### src/reg_file.sv
`timescale 1ns/10ps
`default_nettype none

module reg_file (
    input  logic        clk,
    input  logic        arst_n,
    input  logic [4:0]  rs1_addr,
    input  logic [4:0]  rs2_addr,
    input  logic [4:0]  rd_addr,
    input  logic [63:0] rd_data,
    input  logic        we,
    output logic [63:0] rs1_data,
    output logic [63:0] rs2_data
);

    logic [63:0] regs [32];

    always_ff @(posedge clk or negedge arst_n) begin
        if (!arst_n) begin
            for (int i = 0; i < 32; i++) begin
                regs[i] <= '0;
            end
        end else if (we && rd_addr != 5'd0) begin // x0 never written
            regs[rd_addr] <= rd_data;
        end
    end

    assign rs1_data = regs[rs1_addr];
    assign rs2_data = regs[rs2_addr];

endmodule

`default_nettype wire

### config.mk
export PLATFORM = sky130hd
export DESIGN_NAME = reg_file
export DESIGN_NICKNAME = d
export VERILOG_FILES = /design/src/reg_file.sv
export SDC_FILE = /design/constraint.sdc
export NUM_CORES = 2
export LEC_CHECK = 0
export BUFFER_PORTS_ARGS = -buffer_cell sky130_fd_sc_hd__clkbuf_2
export CAP_MARGIN = 20
export CORE_MARGIN = 4
export CORE_UTILIZATION = 60
export CTS_CLUSTER_DIAMETER = 120
export CTS_CLUSTER_SIZE = 14
export DETAILED_ROUTE_END_ITERATION = 10
export HOLD_SLACK_MARGIN = 0.1
export PLACE_DENSITY = 0.79
export SYNTH_ARGS = -nofsm -noshare
export SYNTH_HDL_FRONTEND = slang
export SYNTH_SLANG_ARGS = --single-unit
### constraint.sdc
create_clock -name clk -period 2.45 [get_ports clk]
set_input_delay 0.1225 -clock clk [delete_from_list [all_inputs] [get_ports clk]]
set_output_delay 0.1225 -clock clk [all_outputs]
set_load 0.1 [all_outputs]
==> out/qor.txt <==
Synth area leader: dfrtp_1
max FFs per register: 2048
first-pass GRT wire length: 486000 um
CTS tree: built
Top reg by flops: regs
XOR/XNOR Fraction of Synth Area: 0%
std cell rows: 155
Post-Synth Adder-Cell Area: 0%
startpoint of the worst register-to-register path: regs[846]$_DFFE_PN0P_
H-tree depth: 4
status: finished, violations left
ANT nets after route: 0
Max FO, Critical Path: 2
vias in the first global route: 71518
initial antenna violation count: 10
failing checks: negative setup slack
GP Congestion: 0.868
WS Path Type: reg2out
CTS sink count: 2048
largest family of logic cells by synthesized area: multiplexers
Area contributors post-synth: dfrtp_1 48%, mux4_2 24%, mux2_2 22%
synth unique cells: 30
non-filler cells, final: 9226
Post-Route WL: 327000 um
worst path cell trace: mux4_2 > mux4_2 > mux2_4 > buf_12
hpwl dp: 199000 um
Post-Synthesis Net Count: 6594
post-synthesis cell count: 6512
vias per std cell: 7.34
Max stage delay on crit path: 490 ps
core area: 0.178 mm^2
die span in x: 432 um
mapped cell area: 0.108 mm^2
Synthesis Warnings: 0
ys flop type: dfrtp_1
post-synthesis mux area share: 47.8%
Leak: 54.4 nW
Worst EP required: 2330 ps
Pwr Density: 788 mW/mm^2
Worst path top cell family by delay: multiplexers
Area Growth Syn to Fin: 16.4%
First DRT Iteration DRCs: 7398
Crit path top cell by count: mux4_2
Tmin final: 2860 ps
Final #Nets: 6937
Starting Density: 60.4%
Worst Setup End Kind: output port
worst skew pair latency: 800 ps
RSZ-0062 raised after global routing: true
ys async rst share: 100%
die area: 0.186 mm^2
largest registers: regs (2048)
CP Buf/Inv Count: 1
CP max-delay cell: mux4_2
number of synthesized flops with an enable pin: 0
Max VDD drop: 0.000813 V
worst hold path class: in2async
Worst-Margin Slew: 1120 ps
Num CTS Buffers: 164
Vias: 67707
clock slew seen by the registers of the worst setup and hold paths: 70 ps
Design Power: 98.8 mW
Fmax: 349 MHz
final setup vio count: 128
share of cells above drive strength 1: 65.5%
Port Buffers: 209
crit path launch: regs[533]$_DFFE_PN0P_
final setup margin: -414 ps
drt drc: 0
First-pass DRT Iterations: 5
Synth Area in Compound Gates: 1.12%
GRT Resource Usage Total: 35.5%
Clock Tree Root: clkbuf_16
Avg Inst Size Synth: 16.5 um^2
Post-Synth Simple-Gate Area: 0.445%
DIE HEIGHT: 432 um
Yosys top cell area share: 47.6%
Yosys reg bits: 2048
register area share after synthesis: 47.6%
Worst EP arrival: 2740 ps
Worst Setup Start Kind: flip-flop
maxcap violations: 0
period utilization: 117%
io pins: 210
Fill cells: 11022
gr ovfl total: 0
max-slew violations: 0
Max clock buf depth: 3
placed insts: 8829
Slew headroom: 25.0%
largest net degree at the start of global routing: 82
per-cell routed wire length: 35.4 um
skew final: 0 ps
Final Hold Vio Count: 0
cell families (layout without fill, tap and decap cells):
kind of cell | Yosys count | after routing
AND/OR/NAND/NOR | 94 | 94
other | 0 | 6
multiplexers | 3440 | 3440
AO/OA/AOI/OAI | 156 | 156
flip-flops | 2048 | 2048
buffers and inverters | 774 | 1127
cell usage after synthesis (2+ instances only):
library cell	n
a221oi_1	34
dfrtp_1	2048
mux2_2	2151
mux2i_1	144
clkbuf_1	487
nand2_1	20
a22o_1	9
o31ai_1	3
and2_0	2
nand4_1	2
buf_6	5
a21oi_1	9
o22ai_1	60
o22a_1	3
mux4_2	1145
a221o_1	26
nand3_1	6
a211o_1	9
nor2b_1	20
and3_1	6
buf_2	218
nor2_1	27
buf_1	36
nor3_2	4
buf_4	27
a211oi_1	3
nand2b_1	5
report_power, final:
part           switching, mW  leakage, nW  internal (mW)
combinational           12.7         25.9           16.4
clock                   12.0         2.15           12.4
sequential              5.02         26.3           40.2
total                   29.8         54.4           69.0
layout make-up:
class	count	area, um^2	area share [%]
Antenna cell	6	15.0	0.0120
Clock buffer	173	4330	3.45
Clock inverter	3	28.8	0.0229
Inverter	1	6.26	0.00499
Multi-Input combinational cell	3690	55100	43.9
Sequential cell	2048	51200	40.9
Tap cell	2355	2950	2.35
Timing Repair Buffer	950	11700	9.36
cells in the final DEF (no fill, tap or decap), drive strengths merged, types with 3 or more instances in the layout:
cell type | netlist | routed
a211o | 9 | 9
a211oi | 3 | 3
a21oi | 9 | 9
a221o | 26 | 26
a221oi | 34 | 34
a22o | 9 | 9
and2 | 3 | 3
and3 | 6 | 6
buf | 286 | 808
clkbuf | 487 | 244
dfrtp | 2048 | 2048
diode | 0 | 6
dlygate4sd3 | 0 | 71
inv | 1 | 4
mux2 | 2151 | 2151
mux2i | 144 | 144
mux4 | 1145 | 1145
nand2 | 20 | 20
nand2b | 5 | 5
nand3 | 6 | 6
nor2 | 27 | 27
nor2b | 20 | 20
nor3 | 4 | 4
o22a | 3 | 3
o22ai | 60 | 60
o31ai | 3 | 3
worst reg2reg max path: stages (launching register included):
cell and delay, ps:
dfrtp_1 420, buf_4 150, buf_4 120, mux2_2 260
worst paths after layout:
check                                          to  slack (ps)  cells past startpoint
max reg2reg                 regs[846]$_DFFE_PN0P_        1380                      3
max                                  rs2_data[21]        -410                      4
max in group asynchronous  regs[1555]$_DFFE_PN0P_        1430                      4
min                          regs[44]$_DFFE_PN0P_         220                      3
min in group clk           regs[2037]$_DFFE_PN0P_         400                      0
min reg2reg                regs[2037]$_DFFE_PN0P_         400                      0
metrics by stage:
step / utilization (%) / setup TNS [ps] / cell area [um^2] / hold slack (ps) / worst slack [ps]
2_1_floorplan: - / -1850 / 108000 / -173 / -473
3_3_place_gp: 66.2 / -951 / 118000 / 158 / -63.9
3_5_place_dp: 66.2 / -961 / 118000 / 156 / -60.5
4_1_cts: 70.0 / -38730 / 125000 / 194 / -429
5_1_grt: 70.3 / -41800 / 125000 / 228 / -464
6_report: 70.3 / -34440 / 125000 / 216 / -414
repair_timing:
action / in CTS / in global routing
setup endpoints to repair: 128 / 128
setup buffers: 106 / 42
resized for setup: 220 / 33
hold buffers: 72 / 0
pin swaps: 51 / 19
hold endpoints to repair: 3867 / 0
layer usage:
metal / global-route usage [%] / share of wire [%]
met5: 0 / 0.013
met1: 47.3 / 37
met2: 56.5 / 48
met3: 6.91 / 8.7
met4: 18.3 / 6.2
(Power assumes the default switching activity.)
