## src/rv_pkg.sv

```systemverilog
`default_nettype none

package rv_pkg;

    // rv64i major opcodes
    typedef enum logic [6:0] {
        OPC_OP_IMM    = 7'b0010011,
        OPC_OP_IMM_32 = 7'b0011011,
        OPC_LUI       = 7'b0110111,
        OPC_AUIPC     = 7'b0010111,
        OPC_JAL       = 7'b1101111,
        OPC_JALR      = 7'b1100111,
        OPC_BRANCH    = 7'b1100011,
        OPC_LOAD      = 7'b0000011,
        OPC_STORE     = 7'b0100011,
        OPC_OP        = 7'b0110011,
        OPC_OP_32     = 7'b0111011,
        OPC_SYSTEM    = 7'b1110011
    } opcode_e;

    typedef enum logic [3:0] {
        ALU_ADD,
        ALU_SUB,
        ALU_SLT,
        ALU_SLTU,
        ALU_AND,
        ALU_OR,
        ALU_XOR,
        ALU_SLL,
        ALU_SRL,
        ALU_SRA,
        ALU_PASS_B    // lui
    } alu_op_e;

    typedef enum logic {SRC1_RS1, SRC1_PC} src1_sel_e;

    typedef enum logic [2:0] {
        SRC2_RS2,
        SRC2_IMM_I,
        SRC2_IMM_S,
        SRC2_IMM_U,
        SRC2_FOUR     // link value pc + 4
    } src2_sel_e;

    typedef enum logic [1:0] {NPC_SEQ, NPC_JAL, NPC_JALR, NPC_BRANCH} next_pc_e;

    typedef enum logic {RF_ALU, RF_LOAD} rf_src_e;

    // matches funct3[1:0] of loads and stores
    typedef enum logic [1:0] {SIZE_B, SIZE_H, SIZE_W, SIZE_D} mem_size_e;

    typedef enum logic [1:0] {ST_FETCH, ST_EXEC, ST_MEM, ST_STOP} seq_state_e;

endpackage

`default_nettype wire

```

## src/load_store_unit.sv

```systemverilog
`timescale 1ns/10ps
`default_nettype none

module load_store_unit import rv_pkg::*; #(
    parameter int ADDR_W = 16
) (
    input  logic              clk,
    input  logic              arst_n,
    input  logic              req,
    input  logic [ADDR_W-1:0] addr,
    input  logic              write,
    input  mem_size_e         size,
    input  logic              load_unsigned,
    input  logic [63:0]       store_data,
    input  logic [63:0]       wb_dat_r,
    input  logic              wb_ack,
    output logic              done,
    output logic [63:0]       read_data,
    output logic [ADDR_W-1:0] wb_adr,
    output logic [63:0]       wb_dat_w,
    output logic [7:0]        wb_sel,
    output logic              wb_we,
    output logic              wb_cyc,
    output logic              wb_stb
);

    logic [7:0]  base_mask;
    logic [2:0]  off_q;
    mem_size_e   size_q;
    logic        unsigned_q;
    logic [63:0] shifted;

    always_comb begin
        unique case (size)
            SIZE_B:  base_mask = 8'h01;
            SIZE_H:  base_mask = 8'h03;
            SIZE_W:  base_mask = 8'h0f;
            default: base_mask = 8'hff;
        endcase
    end

    always_ff @(posedge clk or negedge arst_n) begin
        if (!arst_n) begin
            wb_cyc <= 1'b0;
            wb_we  <= 1'b0;
        end else if (req) begin
            wb_cyc <= 1'b1;
            wb_we  <= write;
        end else if (done) begin // drop on the ack edge
            wb_cyc <= 1'b0;
            wb_we  <= 1'b0;
        end
    end

    always_ff @(posedge clk) begin
        if (req) begin
            wb_adr     <= {addr[ADDR_W-1:3], 3'b000};
            wb_dat_w   <= store_data << {addr[2:0], 3'b000};
            wb_sel     <= base_mask << addr[2:0];
            off_q      <= addr[2:0];
            size_q     <= size;
            unsigned_q <= load_unsigned;
        end
    end

    assign wb_stb = wb_cyc;
    assign done   = wb_cyc & wb_ack;

    // bring the addressed lane down to bit 0
    assign shifted = wb_dat_r >> {off_q, 3'b000};

    always_comb begin
        unique case (size_q)
            SIZE_B:  read_data = {{56{~unsigned_q & shifted[7]}}, shifted[7:0]};
            SIZE_H:  read_data = {{48{~unsigned_q & shifted[15]}}, shifted[15:0]};
            SIZE_W:  read_data = {{32{~unsigned_q & shifted[31]}}, shifted[31:0]};
            default: read_data = shifted;
        endcase
    end

endmodule

`default_nettype wire

```

## config.mk

```make
export PLATFORM = sky130hd
export DESIGN_NAME = load_store_unit
export DESIGN_NICKNAME = d
export VERILOG_FILES = /design/src/rv_pkg.sv /design/src/load_store_unit.sv
export SDC_FILE = /design/constraint.sdc
export NUM_CORES = 1
export LEC_CHECK = 0
export BUFFER_PORTS_ARGS = -buffer_cell sky130_fd_sc_hd__clkbuf_2
export CORE_ASPECT_RATIO = 0.6
export CORE_MARGIN = 5
export CORE_UTILIZATION = 44
export DETAILED_ROUTE_END_ITERATION = 16
export PLACE_DENSITY_LB_ADDON = 0.12
export SETUP_SLACK_MARGIN = 0.2
export SLEW_MARGIN = 20
export SYNTH_ARGS = -nofsm -noshare
export SYNTH_HDL_FRONTEND = slang
export SYNTH_SLANG_ARGS = --single-unit
```

## constraint.sdc

```tcl
create_clock -name clk -period 2.2 [get_ports clk]
set_clock_uncertainty 0.15 [all_clocks]
set_input_delay 0.11 -clock clk [delete_from_list [all_inputs] [get_ports clk]]
set_output_delay 0.11 -clock clk [all_outputs]
set_load 0.02 [all_outputs]
```

==> qor.txt <==
Initial antenna violation count = 0
Leakage = 4.63 nW
Site Rows = 35
Crit path max fanout = 53
Ys async rst share = 2.15%
Dominant cell by count in the synthesized netlist = edfxtp_1
Largest net degree at the start of global routing = 54
Max VDD drop = 0.378 mV
Share of the synthesized area in the top cell type = 39.1%
Startpoint Class = flip-flop
Non-filler instance count after layout = 1,211
Total GRT Usage = 25.2%
Yosys warns = 0
Crit Path Category = reg2out
Max Buffers Root-to-Sink = 2
CTS Sinks = 93
Final Hold Vio Count = 0
Port Buf Inserts = 304
Worst R2R Start = wb_cyc
Detail Route Antenna Nets = 0
EDFF count, synth = 91
Period utilization = 124%
Failing checks = negative setup slack
Yosys reg bits = 93
Die Y = 108 µm
Distinct cells, synth = 38
MaxCap Viol Count = 0
Placed Cells = 1,157
DR iter-0 viols = 744
Post-layout util = 66.0%
Chip Width = 173 µm
Setup violators final = 64
Worst EP arrival = 2.47 ns
CP required = 1.94 ns
CP endpoint kind = primary output
Cell area after synthesis = 7000 µm²
Starting Density = 45.3%
Share of post-route cells with drive strength above 1 = 44.9%
PwrDens = 604 nW/µm²
Post-synth top area cell = edfxtp_1
First element of the critical path = off_q[0]
Synth Flop Type = edfxtp_1
I/O Pins = 308
Root Buffer = clkbuf_16
RD Place Congestion = 0.930
Outcome = finished with violations
Largest cells by area after synthesis = edfxtp_1 (39%), mux2i_1 (12%), mux4_2 (9.3%)
Final WS setup = -0.526 ns
Most frequent cells after synthesis = edfxtp_1 (91), mux2i_1 (86), nand2_1 (76), o21ai_0 (46), nor2_1 (44)
ANT cells = 0
DP Worst Slack = -0.177 ns
Reg-to-reg setup timing slack = 0.71 ns
Clk Latency, worst-skew pair = 0.34 ns
First-pass GRT wire length = 37.8 mm
Worst Max-Slew Pin Slew = 0.857 ns
FF-to-FF End = wb_we
CTS buffer count = 9
Worst hold path class = in2reg
Hold_sp = store_data[13]
Via density per instance = 5.67
Avg WL per Cell = 20.1 µm
Post-route DRC = 0
Overflow after GRT = 0
Die Area = 18,600 µm²
Sequential element share of the synthesized area = 39.8%
Fin nets = 1,155
Hold path cells = 3
Slew Viols, Final = 0
Number of detailed-route iterations in the first pass = 5
Vias in the first global route = 6,671
Cells after Synth = 678
Reg2Reg Depth = 3
Final WL = 24.3 mm
Hold_ws = 0.00973 ns
Relative slew slack = 42.8%
CTS tree = built
DR vias = 6,864
Unrepaired setup endpoints after global routing = yes
Tmin final = 2.73 ns
Hold worst-path end = wb_dat_w[13]
Max Clk Rate = 0.367 GHz
Hpwl dp = 17.8 mm
Area growth syn-to-layout = 45.8%
Synthesized area per cell = 10.3 µm²
CORE AREA = 15,500 µm²
Clock Pin Slew Worst Setup and Hold Paths = 0.07 ns
H-tree depth = 3
-- flip-flops by register name, indices dropped and copies added, names as in the netlist --
name	cells
off_q	3
wb_sel	8
wb_adr	13
wb_we	1
size_q	2
unsigned_q	1
wb_cyc	1
wb_dat_w	64
-- cell type report --
cell class              instances  area (µm²)
fillers                      1262        5260
flip-flops and latches         93        2780
inverters                       5        18.8
clock inverters                 7        47.5
multi-input cells             505        3900
well taps                     203         254
repair buffers                389        2970
clock buffers                   9         225
-- cell usage in the layout, fill, tap and decap left out, types with 2 or more instances in the layout --
master,netlist,layout
o21ai_4,0,2
edfxtp_1,91,91
clkbuf_2,0,237
o2bb2ai_1,15,15
nor2b_1,23,23
a211o_1,7,7
buf_6,5,7
nor2_1,44,44
or2_2,2,2
inv_1,5,4
buf_12,0,11
nor3b_1,2,2
inv_6,0,3
dlygate4sd3_1,0,30
o21ai_1,1,4
mux2_4,0,3
a22oi_1,8,8
a32oi_1,7,7
clkbuf_4,0,5
o21ai_0,46,40
a21oi_1,26,26
and2_1,10,10
o22ai_1,16,16
conb_1,1,3
clkbuf_8,0,50
mux4_2,29,29
nand2b_1,4,4
mux2i_1,86,86
buf_16,0,3
nand4_1,33,33
buf_4,5,40
mux2_2,40,37
nand2_1,76,76
buf_8,0,2
dfrtp_1,2,2
a211oi_1,2,2
buf_2,12,3
nand3_1,17,15
clkinv_2,0,2
clkbuf_16,0,9
-- critical path, cell delays in order, from the launching register on --
cell and delay (ns):
edfxtp_1 0.38, buf_6 0.15, mux2i_1 0.13, mux4_2 0.49, or4_4 0.45, buf_12 0.21
o21ai_1 0.11, clkbuf_4 0.18
-- per-layer routing --
layer / vias to the layer above / routed length (µm) / track usage [%]
li1: 3227 / - / -
met1: 3292 / 11200 / 37.6
met2: 319 / 10600 / 36.8
met3: 26 / 2180 / 7.27
met4: 0 / 289 / 4.49
met5: - / 0 / 0
-- where the power goes --
part	total, mW	switching [mW]	internal [mW]	leakage (nW)
registers	2.19	0.0632	2.13	0.904
clock network	1.45	0.684	0.771	0.134
logic	2.52	1.34	1.17	3.59
-- how the worst max path moves through the flow --
stage,endpoint,depth (start not counted)
floorplan,read_data[32],7
CTS,read_data[10],7
finish,read_data[10],7
global placement,read_data[9],7
detailed placement,read_data[10],7
global route,read_data[12],7
-- timing repair --
item / CTS / global route
hold buffers: 30 / 0
setup endpoints to repair: 64 / 64
pin swaps: 1 / 0
endpoints found under the hold margin: 34 / 0
setup buffers: 3 / 2
gates resized for setup: 127 / 21
gates cloned: 3 / 0
-- stage by stage --
stage	instance area [µm²]	power, mW	TNS, ns
6_report	10200	6.17	-29.13
5_1_grt	10200	6.47	-35.53
3_3_place_gp	8920	4.31	-5.43
4_1_cts	10100	6.15	-28.83
3_5_place_dp	8920	4.33	-7.78
2_1_floorplan	7050	3.51	-1.06
-- cell families after synthesis --
group / Yosys count / share of synthesized area [%]
simple gates: 214 / 14.7
mux: 155 / 28.1
buf+inv: 82 / 5.42
compound gates: 133 / 11.9
flops: 93 / 39.8
other cells: 1 / 0.0536
No activity file was read; power rests on OpenSTA's default activity.
