<file path="src/rv_pkg.sv">
`default_nettype none

package rv_pkg;

    // rv64i major opcodes
    typedef enum logic [6:0] {
        OPC_OP_IMM    = 7'b0010011,
        OPC_OP_IMM_32 = 7'b0011011,
        OPC_LUI       = 7'b0110111,
        OPC_AUIPC     = 7'b0010111,
        OPC_JAL       = 7'b1101111,
        OPC_JALR      = 7'b1100111,
        OPC_BRANCH    = 7'b1100011,
        OPC_LOAD      = 7'b0000011,
        OPC_STORE     = 7'b0100011,
        OPC_OP        = 7'b0110011,
        OPC_OP_32     = 7'b0111011,
        OPC_SYSTEM    = 7'b1110011
    } opcode_e;

    typedef enum logic [3:0] {
        ALU_ADD,
        ALU_SUB,
        ALU_SLT,
        ALU_SLTU,
        ALU_AND,
        ALU_OR,
        ALU_XOR,
        ALU_SLL,
        ALU_SRL,
        ALU_SRA,
        ALU_PASS_B    // lui
    } alu_op_e;

    typedef enum logic {SRC1_RS1, SRC1_PC} src1_sel_e;

    typedef enum logic [2:0] {
        SRC2_RS2,
        SRC2_IMM_I,
        SRC2_IMM_S,
        SRC2_IMM_U,
        SRC2_FOUR     // link value pc + 4
    } src2_sel_e;

    typedef enum logic [1:0] {NPC_SEQ, NPC_JAL, NPC_JALR, NPC_BRANCH} next_pc_e;

    typedef enum logic {RF_ALU, RF_LOAD} rf_src_e;

    // matches funct3[1:0] of loads and stores
    typedef enum logic [1:0] {SIZE_B, SIZE_H, SIZE_W, SIZE_D} mem_size_e;

    typedef enum logic [1:0] {ST_FETCH, ST_EXEC, ST_MEM, ST_STOP} seq_state_e;

endpackage

`default_nettype wire

</file>
<file path="src/control_unit.sv">
`timescale 1ns/10ps
`default_nettype none

module control_unit import rv_pkg::*; (
    input  logic [6:0] opcode,
    input  logic [2:0] funct3,
    input  logic [6:0] funct7,
    output alu_op_e    alu_op,
    output logic       word_op,
    output logic       rf_we,
    output src1_sel_e  src1_sel,
    output src2_sel_e  src2_sel,
    output next_pc_e   next_pc,
    output rf_src_e    rf_src,
    output logic       mem_read,
    output logic       mem_write,
    output mem_size_e  mem_size,
    output logic       load_unsigned,
    output logic       illegal,
    output logic       halt
);

    logic f7_zero;
    logic f7_alt;
    logic is_op;

    logic inst_addi, inst_sltiu, inst_andi, inst_addiw;
    logic inst_lui, inst_auipc, inst_jal, inst_jalr;
    logic inst_add, inst_sub, inst_and, inst_or, inst_xor;
    logic inst_slt, inst_sltu, inst_sll, inst_srl, inst_sra, inst_addw;
    logic inst_branch, inst_load, inst_store, inst_ebreak;
    logic r_type;
    logic imm_type;

    assign f7_zero = (funct7 == 7'b0000000);
    assign f7_alt  = (funct7 == 7'b0100000);
    assign is_op   = (opcode == OPC_OP);

    assign inst_addi  = (opcode == OPC_OP_IMM) && (funct3 == 3'b000);
    assign inst_sltiu = (opcode == OPC_OP_IMM) && (funct3 == 3'b011);
    assign inst_andi  = (opcode == OPC_OP_IMM) && (funct3 == 3'b111);
    assign inst_addiw = (opcode == OPC_OP_IMM_32) && (funct3 == 3'b000);
    assign inst_lui   = (opcode == OPC_LUI);
    assign inst_auipc = (opcode == OPC_AUIPC);
    assign inst_jal   = (opcode == OPC_JAL);
    assign inst_jalr  = (opcode == OPC_JALR) && (funct3 == 3'b000);

    assign inst_add  = is_op && (funct3 == 3'b000) && f7_zero;
    assign inst_sub  = is_op && (funct3 == 3'b000) && f7_alt;
    assign inst_sll  = is_op && (funct3 == 3'b001) && f7_zero;
    assign inst_slt  = is_op && (funct3 == 3'b010) && f7_zero;
    assign inst_sltu = is_op && (funct3 == 3'b011) && f7_zero;
    assign inst_xor  = is_op && (funct3 == 3'b100) && f7_zero;
    assign inst_srl  = is_op && (funct3 == 3'b101) && f7_zero;
    assign inst_sra  = is_op && (funct3 == 3'b101) && f7_alt;
    assign inst_or   = is_op && (funct3 == 3'b110) && f7_zero;
    assign inst_and  = is_op && (funct3 == 3'b111) && f7_zero;
    assign inst_addw = (opcode == OPC_OP_32) && (funct3 == 3'b000) && f7_zero;

    // beq bne blt bge bltu bgeu, 010 and 011 are reserved
    assign inst_branch = (opcode == OPC_BRANCH) && (funct3[2:1] != 2'b01);
    // lb lh lw ld lbu lhu lwu
    assign inst_load   = (opcode == OPC_LOAD) && (funct3 != 3'b111);
    assign inst_store  = (opcode == OPC_STORE) && !funct3[2];
    // ecall decodes the same way, rs2 is not visible here
    assign inst_ebreak = (opcode == OPC_SYSTEM) && (funct3 == 3'b000) && f7_zero;

    assign r_type = inst_add | inst_sub | inst_and | inst_or | inst_xor | inst_slt
                  | inst_sltu | inst_sll | inst_srl | inst_sra | inst_addw;
    assign imm_type = inst_addi | inst_sltiu | inst_andi | inst_addiw;

    always_comb begin
        alu_op = ALU_ADD; // also address and link arithmetic
        if (inst_sub || (inst_branch && funct3[2:1] == 2'b00)) begin
            alu_op = ALU_SUB;
        end else if (inst_slt || (inst_branch && funct3[2:1] == 2'b10)) begin
            alu_op = ALU_SLT;
        end else if (inst_sltu || inst_sltiu || (inst_branch && funct3[2:1] == 2'b11)) begin
            alu_op = ALU_SLTU;
        end else if (inst_and || inst_andi) begin
            alu_op = ALU_AND;
        end else if (inst_or) begin
            alu_op = ALU_OR;
        end else if (inst_xor) begin
            alu_op = ALU_XOR;
        end else if (inst_sll) begin
            alu_op = ALU_SLL;
        end else if (inst_srl) begin
            alu_op = ALU_SRL;
        end else if (inst_sra) begin
            alu_op = ALU_SRA;
        end else if (inst_lui) begin
            alu_op = ALU_PASS_B;
        end
    end

    always_comb begin
        src2_sel = SRC2_RS2;
        if (imm_type || inst_load)   src2_sel = SRC2_IMM_I;
        else if (inst_store)         src2_sel = SRC2_IMM_S;
        else if (inst_lui || inst_auipc) src2_sel = SRC2_IMM_U;
        else if (inst_jal || inst_jalr)  src2_sel = SRC2_FOUR;
    end

    assign src1_sel = (inst_auipc | inst_jal | inst_jalr) ? SRC1_PC : SRC1_RS1;

    assign next_pc = inst_jal    ? NPC_JAL :
                     inst_jalr   ? NPC_JALR :
                     inst_branch ? NPC_BRANCH : NPC_SEQ;

    assign word_op = inst_addw | inst_addiw;
    assign rf_we   = r_type | imm_type | inst_lui | inst_auipc | inst_jal | inst_jalr | inst_load;
    assign rf_src  = inst_load ? RF_LOAD : RF_ALU;

    assign mem_read      = inst_load;
    assign mem_write     = inst_store;
    assign mem_size      = mem_size_e'(funct3[1:0]);
    assign load_unsigned = inst_load & funct3[2];

    assign halt    = inst_ebreak;
    assign illegal = ~(r_type | imm_type | inst_lui | inst_auipc | inst_jal | inst_jalr
                     | inst_branch | inst_load | inst_store | inst_ebreak);

endmodule

`default_nettype wire

</file>
<file path="config.mk">
export PLATFORM = sky130hd
export DESIGN_NAME = control_unit
export DESIGN_NICKNAME = d
export VERILOG_FILES = /design/src/rv_pkg.sv /design/src/control_unit.sv
export SDC_FILE = /design/constraint.sdc
export NUM_CORES = 1
export LEC_CHECK = 0
export ABC_CLOCK_PERIOD_IN_PS = 2600
export BUFFER_PORTS_ARGS = -buffer_cell sky130_fd_sc_hd__clkbuf_2
export CAP_MARGIN = 10
export CORE_MARGIN = 8
export CORE_UTILIZATION = 47
export DETAILED_ROUTE_END_ITERATION = 10
export PLACE_DENSITY = 0.91
export SETUP_SLACK_MARGIN = 0.4
export SYNTH_ARGS = -nofsm -noshare
export SYNTH_HDL_FRONTEND = slang
export SYNTH_SLANG_ARGS = --single-unit
</file>
<file path="constraint.sdc">
create_clock -name vclk -period 2.6
set_input_delay 0.65 -clock vclk [all_inputs]
set_output_delay 0.65 -clock vclk [all_outputs]
set_load 0.005 [all_outputs]
</file>
==> results_dict.tcl, run 1 <==
set metrics [dict create \
    status "stopped before the end" \
    stop_stage "global routing" \
    error "[ERROR DPL-0038] Utilization greater than 100%, impossible to legalize" \
    synth_fp_nets 116 \
    gp_congestion 0.981 \
    initial_core_util 0.500 \
    netlist_instances 99 \
    endpoint_type "top-level output" \
    num_rows 13 \
    numPortBuffers 37 \
    synth.area.top_cells "nand2_1 5.8%, buf_4 4.6%, nand3b_1 4.6%, nor3b_1 4.6%, a21oi_1 3.8%" \
    grt-worst-endpoint "alu_op[2]" \
    syn_avg_cell_area_sq_um 6.57 \
    synth_commonest_cells "10 x nand2_1, 6 x nor2_1, 5 x a21oi_1, 5 x clkbuf_1" \
    yosysUniqueCellTypes 44 \
    place_hpwl_um 2090 \
    synth_top_area_share 0.0577 \
    yosysMostFrequentCell "nand2_1" \
    io_pins 37 \
    grt_max_degree 14 \
    die_w_um 53.2 \
    yosys.area.top_type "nand2_1" \
    yosys_warnings 0 \
    netlist_area_sq_um 651 \
    die_height_um 53.2 \
    holdBufCountCts 0 \
    seq_area_frac_synth 0 \
]
==> logic make-up after synthesis <==
family | Yosys count | share of synthesized area
xor gates and xnor gates | 1 | 0.0135
and+or+nand+nor | 57 | 0.577
muxes | 2 | 0.0327
AOI/OAI and AO/OA | 25 | 0.260
buffers and inverters | 14 | 0.117
==> timing repair <==
action / 4_1_cts
endpoints found under the setup margin: 17
pin swaps: 18
gates resized for setup: 38
setup buffers: 11
==> metrics by stage <==
step                instance area, sq um  hold slack, ns  instances  TNS [ns]  setup slack [ns]
detailed placement                   921            1.53        157   -0.0928           -0.0433
floorplan                            659            1.38         99         0            0.0860
global placement                     921            1.53        157   -0.0411           -0.0274
CTS                                 1160            1.53        168   -0.0518           -0.0427
==> run 2, diff against run 1 <==
--- a/config.mk
+++ b/config.mk
@@ -8,11 +8,10 @@
 export ABC_CLOCK_PERIOD_IN_PS = 2600
 export BUFFER_PORTS_ARGS = -buffer_cell sky130_fd_sc_hd__clkbuf_2
 export CAP_MARGIN = 10
-export CORE_MARGIN = 8
-export CORE_UTILIZATION = 47
+export CORE_AREA = 8 8 69 71
 export DETAILED_ROUTE_END_ITERATION = 10
-export PLACE_DENSITY = 0.91
-export SETUP_SLACK_MARGIN = 0.4
+export DIE_AREA = 0 0 77 79
+export PLACE_DENSITY_LB_ADDON = 0.15
 export SYNTH_ARGS = -nofsm -noshare
 export SYNTH_HDL_FRONTEND = slang
 export SYNTH_SLANG_ARGS = --single-unit
==> results_dict.tcl, run 2 <==
set metrics [dict create \
    status "complete, but fails checks" \
    violations "negative setup slack" \
    clkbuf_count 0 \
    drt_pass1_iterations 4 \
    die_height_um 79 \
    grt_max_degree 11 \
    crit_arrival_ns 2.02 \
    irDropWorstVdd_mv 0.0343 \
    wl_um 2850 \
    wl_per_cell_um 13.9 \
    grt_pass1_wl_um 4700 \
    final_common_cell "clkbuf_2" \
    drive_above_1_share 0.510 \
    synth_commonest_cells "10 x nand2_1, 6 x nor2_1, 5 x a21oi_1, 5 x clkbuf_1" \
    grt_usage 0.0893 \
    drt_iter0_drc 38 \
    numPortBuffers 37 \
    die_area_sq_mm 0.00608 \
    core_area_sq_mm 0.00380 \
    fin_area_sq_mm 0.00111 \
    antenna_found_initial 0 \
    cp-end-kind "output port" \
    finalCritPeriodShare 1.03 \
    synth.area.top_cells "nand2_1 5.8%, buf_4 4.6%, nand3b_1 4.6%, nor3b_1 4.6%, a21oi_1 3.8%" \
    max-cap-violations 0 \
    rsz0062_at_grt "yes" \
    synth_top_area_share 0.0577 \
    finalHoldViolCount 0 \
    critPathMaxFanout 4 \
    max_freq_mhz 374 \
    period_needed_ns 2.67 \
    yosys.area.top_type "nand2_1" \
    yosysMostFrequentCell "nand2_1" \
    max-slew-margin-rel 0.753 \
    synth_fp_nets 116 \
    max_stage_delay_ns 0.55 \
    grt-ovfl-total 0 \
    fin_nets 174 \
    n_antenna_cell 0 \
    worst_slew_pin_slew_ns 0.368 \
    seq_area_frac_synth 0 \
    fin_util 0.293 \
    dp.cells 205 \
    yosys_warnings 0 \
    viasPerCell 4.81 \
    ant_nets 0 \
    worstHoldPathType "in2out" \
    holdBufCountCts 0 \
    drc 0 \
    grt_pass1_vias 984 \
    netlist_area_sq_um 651 \
    startpoint "opcode[3]" \
    critPathLaunchType "primary input" \
    path_class "in2out" \
    preCtsSetupSlack_ns -0.175 \
    setup_ws_ns -0.0736 \
    vias 987 \
    nFlopsAndLatches 0 \
    regArea_sq_um 0 \
    min_from "funct3[0]" \
    initial_core_util 0.171 \
    drv_slew 0 \
    cp_slowest_cell "or4_4" \
    cp_cell_sequence "buf_8 -> nor4bb_4 -> buf_4 -> nand3_4 -> or4_4 -> o21ai_2 -> buf_2" \
    power.density_mw_per_mm2 103 \
    io_pins 37 \
    leakage_uw 0.000508 \
    finalNonFillerCells 205 \
    syn_avg_cell_area_sq_um 6.57 \
    yosysUniqueCellTypes 44 \
    place_hpwl_um 2480 \
    setup_viol 3 \
    num_rows 23 \
    die_w_um 77 \
    critical_path_required_ns 1.95 \
    place_area_sq_mm 0.00106 \
    gp_congestion 0.866 \
    syn_to_final_growth_pct 71.3 \
    final_cell_mix "31 x clkbuf_2, 30 x buf_4, 9 x nand2_1" \
    netlist_instances 99 \
]
-- run 2: cell counts after synthesis --
Identical to the previous run, type by type.
-- run 2: per-stage QoR --
step | power [uW] | hold WS (ns) | TNS (ns)
5_1_grt | 125 | 1.57 | -0.523
6_report | 115 | 1.55 | -0.104
4_1_cts | 108 | 1.56 | -0.256
3_3_place_gp | 107 | 1.56 | -0.131
2_1_floorplan | 50.3 | 1.38 | 0
3_5_place_dp | 107 | 1.56 | -0.423
-- run 2: final cells by class --
type                       count  area (sq um)
timing repair buffer          67           433
tap                           50          62.6
multi-input combinational     85           608
inverter                       3          11.3
fill                         460          2680
-- run 2: cell families (layout without fill, tap and decap cells) --
logic type,Yosys count,in the layout,share of synthesized area
mux,2,2,0.0327
xor+xnor,1,1,0.0135
compound gates,25,25,0.260
simple gates,57,57,0.577
buf+inv,14,70,0.117
-- run 2: report_power, final --
part           internal (uW)  switching [uW]
Clock                      0               0
Sequential                 0               0
Combinational           57.8            57.0
-- run 2: final timing paths --
| path | slack (ns) | cells after the start | to |
|---|---|---|---|
| hold / removal | 1.55 | 2 | mem_size[0] |
| setup / recovery | -0.07 | 7 | alu_op[2] |
-- run 2: timing repair --
item	4_1_cts	5_1_grt
setup endpoints to repair	6	7
setup buffers	0	0
cloned	0	0
pin swaps	1	5
resized for setup	1	18
-- run 2: critical path: cells and delay by family --
| family | cells | cell delay, ns |
|---|---|---|
| buf+inv | 3 | 0.39 |
| simple gates | 3 | 0.90 |
| compound gates | 1 | 0.08 |
-- run 2: per-layer routing --
layer / global-route usage / part of all wire / vias up
li1: - / - / 488
met1: 0.108 / 0.43 / 461
met2: 0.171 / 0.51 / 38
met3: 0.0124 / 0.060 / 0
met4: 0.00377 / 0 / 0
met5: 0 / 0 / -
Power figures use the tool's default switching activity.
==> run 3, diff against run 2 <==
--- a/config.mk
+++ b/config.mk
@@ -6,11 +6,11 @@
 export NUM_CORES = 1
 export LEC_CHECK = 0
 export ABC_CLOCK_PERIOD_IN_PS = 2600
-export BUFFER_PORTS_ARGS = -buffer_cell sky130_fd_sc_hd__clkbuf_2
 export CAP_MARGIN = 10
 export CORE_AREA = 8 8 69 71
 export DETAILED_ROUTE_END_ITERATION = 10
 export DIE_AREA = 0 0 77 79
+export DONT_BUFFER_PORTS = 1
 export PLACE_DENSITY_LB_ADDON = 0.15
 export SYNTH_ARGS = -nofsm -noshare
 export SYNTH_HDL_FRONTEND = slang
==> results_dict.tcl, run 3 (same netlist as run 2, synthesis figures left out) <==
set metrics [dict create \
    grt_max_degree 19 \
    finalCritPeriodShare 0.955 \
    multiInputGateArea_sq_um 574 \
    grt_pass1_vias 730 \
    antenna_found_initial 0 \
    numPortBuffers 0 \
    core_area_sq_mm 0.00380 \
    wl_um 2640 \
    path_class "in2out" \
    vias 783 \
    die_height_um 79 \
    crit_arrival_ns 1.83 \
    period_needed_ns 2.48 \
    power.density_mw_per_mm2 63.0 \
    hold-path-cell-count 0 \
    rsz0062_at_grt "no" \
    place_hpwl_um 2110 \
    die_area_sq_mm 0.00608 \
    cp-end-kind "output port" \
    finalHoldViolCount 0 \
    max-slew-margin-rel 0.731 \
    drt_pass1_iterations 5 \
    grt_pass1_wl_um 4120 \
    worst_slew_pin_slew_ns 0.399 \
    initial_core_util 0.171 \
    drv_slew 0 \
    filler_cell_count 464 \
    n_antenna_cell 0 \
    regArea_sq_um 0 \
    hold_ws_ns 1.30 \
    grt_usage 0.0796 \
    fin_nets 117 \
    final_cell_mix "10 x nand2_1, 10 x buf_4, 6 x nor2_1" \
    io_pins 37 \
    grt-ovfl-total 0 \
    status "completed" \
    tns_ns 0 \
    gp_congestion 0.784 \
    critical_path_required_ns 1.95 \
    max-cap-violations 0 \
    fin_area_sq_um 723 \
    worstHoldPathType "in2out" \
    setup_viol 0 \
    num_rows 23 \
    die_w_um 77 \
    ant_nets 0 \
    min_from "funct3[0]" \
    viasPerCell 5.29 \
    clkbuf_count 0 \
    critPathLaunchType "primary input" \
    nFlopsAndLatches 0 \
    drc 0 \
    min_to "mem_size[0]" \
    drive_above_1_share 0.163 \
    power.total_uw 45.6 \
    critPathMaxFanout 10 \
    drt_iter0_drc 28 \
    leakage_uw 0.000227 \
    max_freq_mhz 403 \
    syn_to_final_growth_pct 11.2 \
    wl_per_cell_um 17.8 \
    place_area_sq_um 701 \
    irDropWorstVdd_mv 0.0249 \
]
## run 3: metal layers
metal / up-vias / track usage / part of all wire
met2: 28 / 0.143 / 0.48
met5: - / 0 / 0
met3: 0 / 0.0260 / 0.087
met4: 0 / 0 / 0
li1: 377 / - / -
met1: 378 / 0.0959 / 0.43
## run 3: worst max-delay path: stages
cell and delay (ns):
nor4bb_1 0.26, buf_4 0.21, nand3_4 0.09, or4_1 0.50, o21ai_1 0.13
## run 3: area by class of cell
type               count  area share
inverters              3      0.0156
well taps             50      0.0865
repair buffers        10       0.104
multi-input cells     85       0.794
## run 3: worst max-delay path by stage
stage | startpoint | to | slack [ns] | cells after the start
floorplan | opcode[3] | alu_op[2] | 0.07 | 6
global placement | funct7[1] | alu_op[0] | 0.10 | 5
detailed placement | opcode[3] | alu_op[2] | 0.08 | 5
CTS | opcode[3] | alu_op[2] | 0.08 | 5
global route | opcode[3] | alu_op[2] | 0.005 | 5
finish | opcode[3] | alu_op[2] | 0.12 | 5
## run 3: through the flow
stage	utilization	setup slack [ns]	cells
global placement	0.184	0.104	145
detailed placement	0.184	0.0805	145
CTS	0.184	0.0813	145
floorplan	-	0.0719	99
finish	0.190	0.118	148
global route	0.190	0.00458	148
## run 3: where the power goes
| group | switching, uW | internal [uW] |
|---|---|---|
| logic | 21.8 | 23.8 |
| clock network | 0 | 0 |
| registers | 0 | 0 |
## run 3: timing repair
item                                    in CTS  in global routing
buffers inserted                             0                  3
endpoints found under the setup margin       0                  1
hold buffers                                 0                  0
gates resized for setup                      0                  0
==> run 4, diff against run 3 <==
--- a/config.mk
+++ b/config.mk
@@ -12,6 +12,7 @@
 export DIE_AREA = 0 0 77 79
 export DONT_BUFFER_PORTS = 1
 export PLACE_DENSITY_LB_ADDON = 0.15
+export SLEW_MARGIN = 20
 export SYNTH_ARGS = -nofsm -noshare
 export SYNTH_HDL_FRONTEND = slang
 export SYNTH_SLANG_ARGS = --single-unit
==> constraint.sdc (replaced) <==
create_clock -name vclk -period 2.6
set_input_delay 0.65 -clock vclk [all_inputs]
set_output_delay 0.65 -clock vclk [all_outputs]
set_load 0.1 [all_outputs]
==> results_dict.tcl, run 4 (same netlist as run 2, synthesis figures left out) <==
set metrics [dict create \
    status "complete, but fails checks" \
    violations "negative setup slack" \
    place_hpwl_um 2260 \
    worst_slew_pin_slew_ns 0.546 \
    critical_path_required_ns 1.95 \
    max_stage_delay_ns 0.54 \
    drt_iter0_drc 18 \
    seqPwrFrac 0 \
    antenna_found_initial 0 \
    drt_pass1_iterations 4 \
    setup_viol 1 \
    swShare 0.544 \
    preCtsSetupSlack_ns -0.118 \
    viasPerCell 4.93 \
    grt_usage 0.0848 \
    combPwrFrac 1.000 \
    cp-end-kind "output port" \
    max_freq_mhz 378 \
    max-cap-violations 0 \
    wl_um 2730 \
    grt_pass1_wl_um 4400 \
    leakage_uw 0.000467 \
    setup_ws_ns -0.0488 \
    critPathLaunchType "primary input" \
    p_int_uw 39.7 \
    grt_pass1_vias 858 \
    cp_slowest_cell "or4_4" \
    num_rows 23 \
    finalCritPeriodShare 1.02 \
    dp.cells 169 \
    die_height_um 79 \
    ant_nets 0 \
    p_switching_uw 47.3 \
    drive_above_1_share 0.540 \
    finalNonFillerCells 174 \
    grt_max_degree 19 \
    cp_cell_sequence "nor4bb_4 -> buf_4 -> nand3_4 -> or4_4 -> o21ai_4 -> buf_12" \
    grt-ovfl-total 0 \
    critPathMaxFanout 7 \
    io_pins 37 \
    tns_ns -0.0488 \
    nFlopsAndLatches 0 \
    die_area_sq_mm 0.00608 \
    fin_nets 143 \
    numPortBuffers 0 \
    drc 0 \
    filler_cell_count 414 \
    n_antenna_cell 0 \
    max-slew-margin-rel 0.639 \
    final_common_cell "buf_4" \
    power.density_mw_per_mm2 69.1 \
    worstHoldPathType "in2out" \
    wl_per_cell_um 15.7 \
    vias 858 \
    drv_slew 0 \
    finalHoldViolCount 0 \
    syn_to_final_growth_pct 93.7 \
    power_frac_clock 0 \
    final_cell_mix "21 x buf_4, 12 x buf_12, 9 x nand2_1" \
    crit_arrival_ns 2.00 \
    rsz0062_at_grt "yes" \
    path_class "in2out" \
    clkbuf_count 0 \
    core_area_sq_mm 0.00380 \
    die_w_um 77 \
    initial_core_util 0.171 \
    gp_congestion 0.852 \
    period_needed_ns 2.65 \
    irDropWorstVdd_mv 0.0164 \
    regArea_sq_um 0 \
]
run 4: cell count changes in the layout (fill, tap and decap cells not counted), sizes merged:
cell,before,now
inv,3,2
clkinvlp,0,1
buf,10,35
clkbuf,0,1
run 4: final timing paths:
kind | startpoint | to | slack [ns] | cells past startpoint
max | opcode[2] | alu_op[2] | -0.05 | 6
min | funct3[0] | mem_size[0] | 1.30 | 0
run 4: what timing repair did:
action	CTS	global route
hold buffers	0	0
endpoints found under the setup margin	5	6
pin swaps	4	4
setup buffers	5	0
resized for setup	4	7
run 4: area by class of cell:
cell class / instances / area (sq um) / share of cell area
multi-input combinational: 85 / 737 / 0.585
tap: 50 / 62.6 / 0.0497
inverter: 3 / 15.0 / 0.0119
timing repair buffer: 36 / 445 / 0.354
run 4: critical path, delay by kind of cell:
family,cells,cell delay (ns)
AND/OR/NAND/NOR,3,0.88
buffers and inverters,2,0.37
AO/OA/AOI/OAI,1,0.09
run 4: stage by stage:
| stage | hold slack (ns) | instance area (sq um) | power, uW | util |
|---|---|---|---|---|
| after floorplan | 1.51 | 817 | 93.6 | - |
| after global placement | 1.30 | 1190 | 82.0 | 0.312 |
| after detailed placement | 1.30 | 1190 | 82.3 | 0.312 |
| after CTS | 1.30 | 1230 | 85.0 | 0.325 |
| after global routing | 1.30 | 1260 | 91.7 | 0.332 |
| final | 1.30 | 1260 | 87.1 | 0.332 |
run 4: power by group through the flow:
stage                     Clock [uW]  Sequential [uW]  Combinational [uW]
after global placement             0                0                82.0
final                              0                0                87.1
after global routing               0                0                91.7
after floorplan                    0                0                93.6
after CTS                          0                0                85.0
after detailed placement           0                0                82.3
run 4: metal layers:
| metal | GRT usage | up-vias | share of wire |
|---|---|---|---|
| met4 | 0.00566 | 0 | 0.0051 |
| met3 | 0.00903 | 2 | 0.031 |
| met1 | 0.0933 | 411 | 0.40 |
| li1 | - | 425 | - |
| met2 | 0.175 | 20 | 0.57 |
| met5 | 0 | - | 0 |
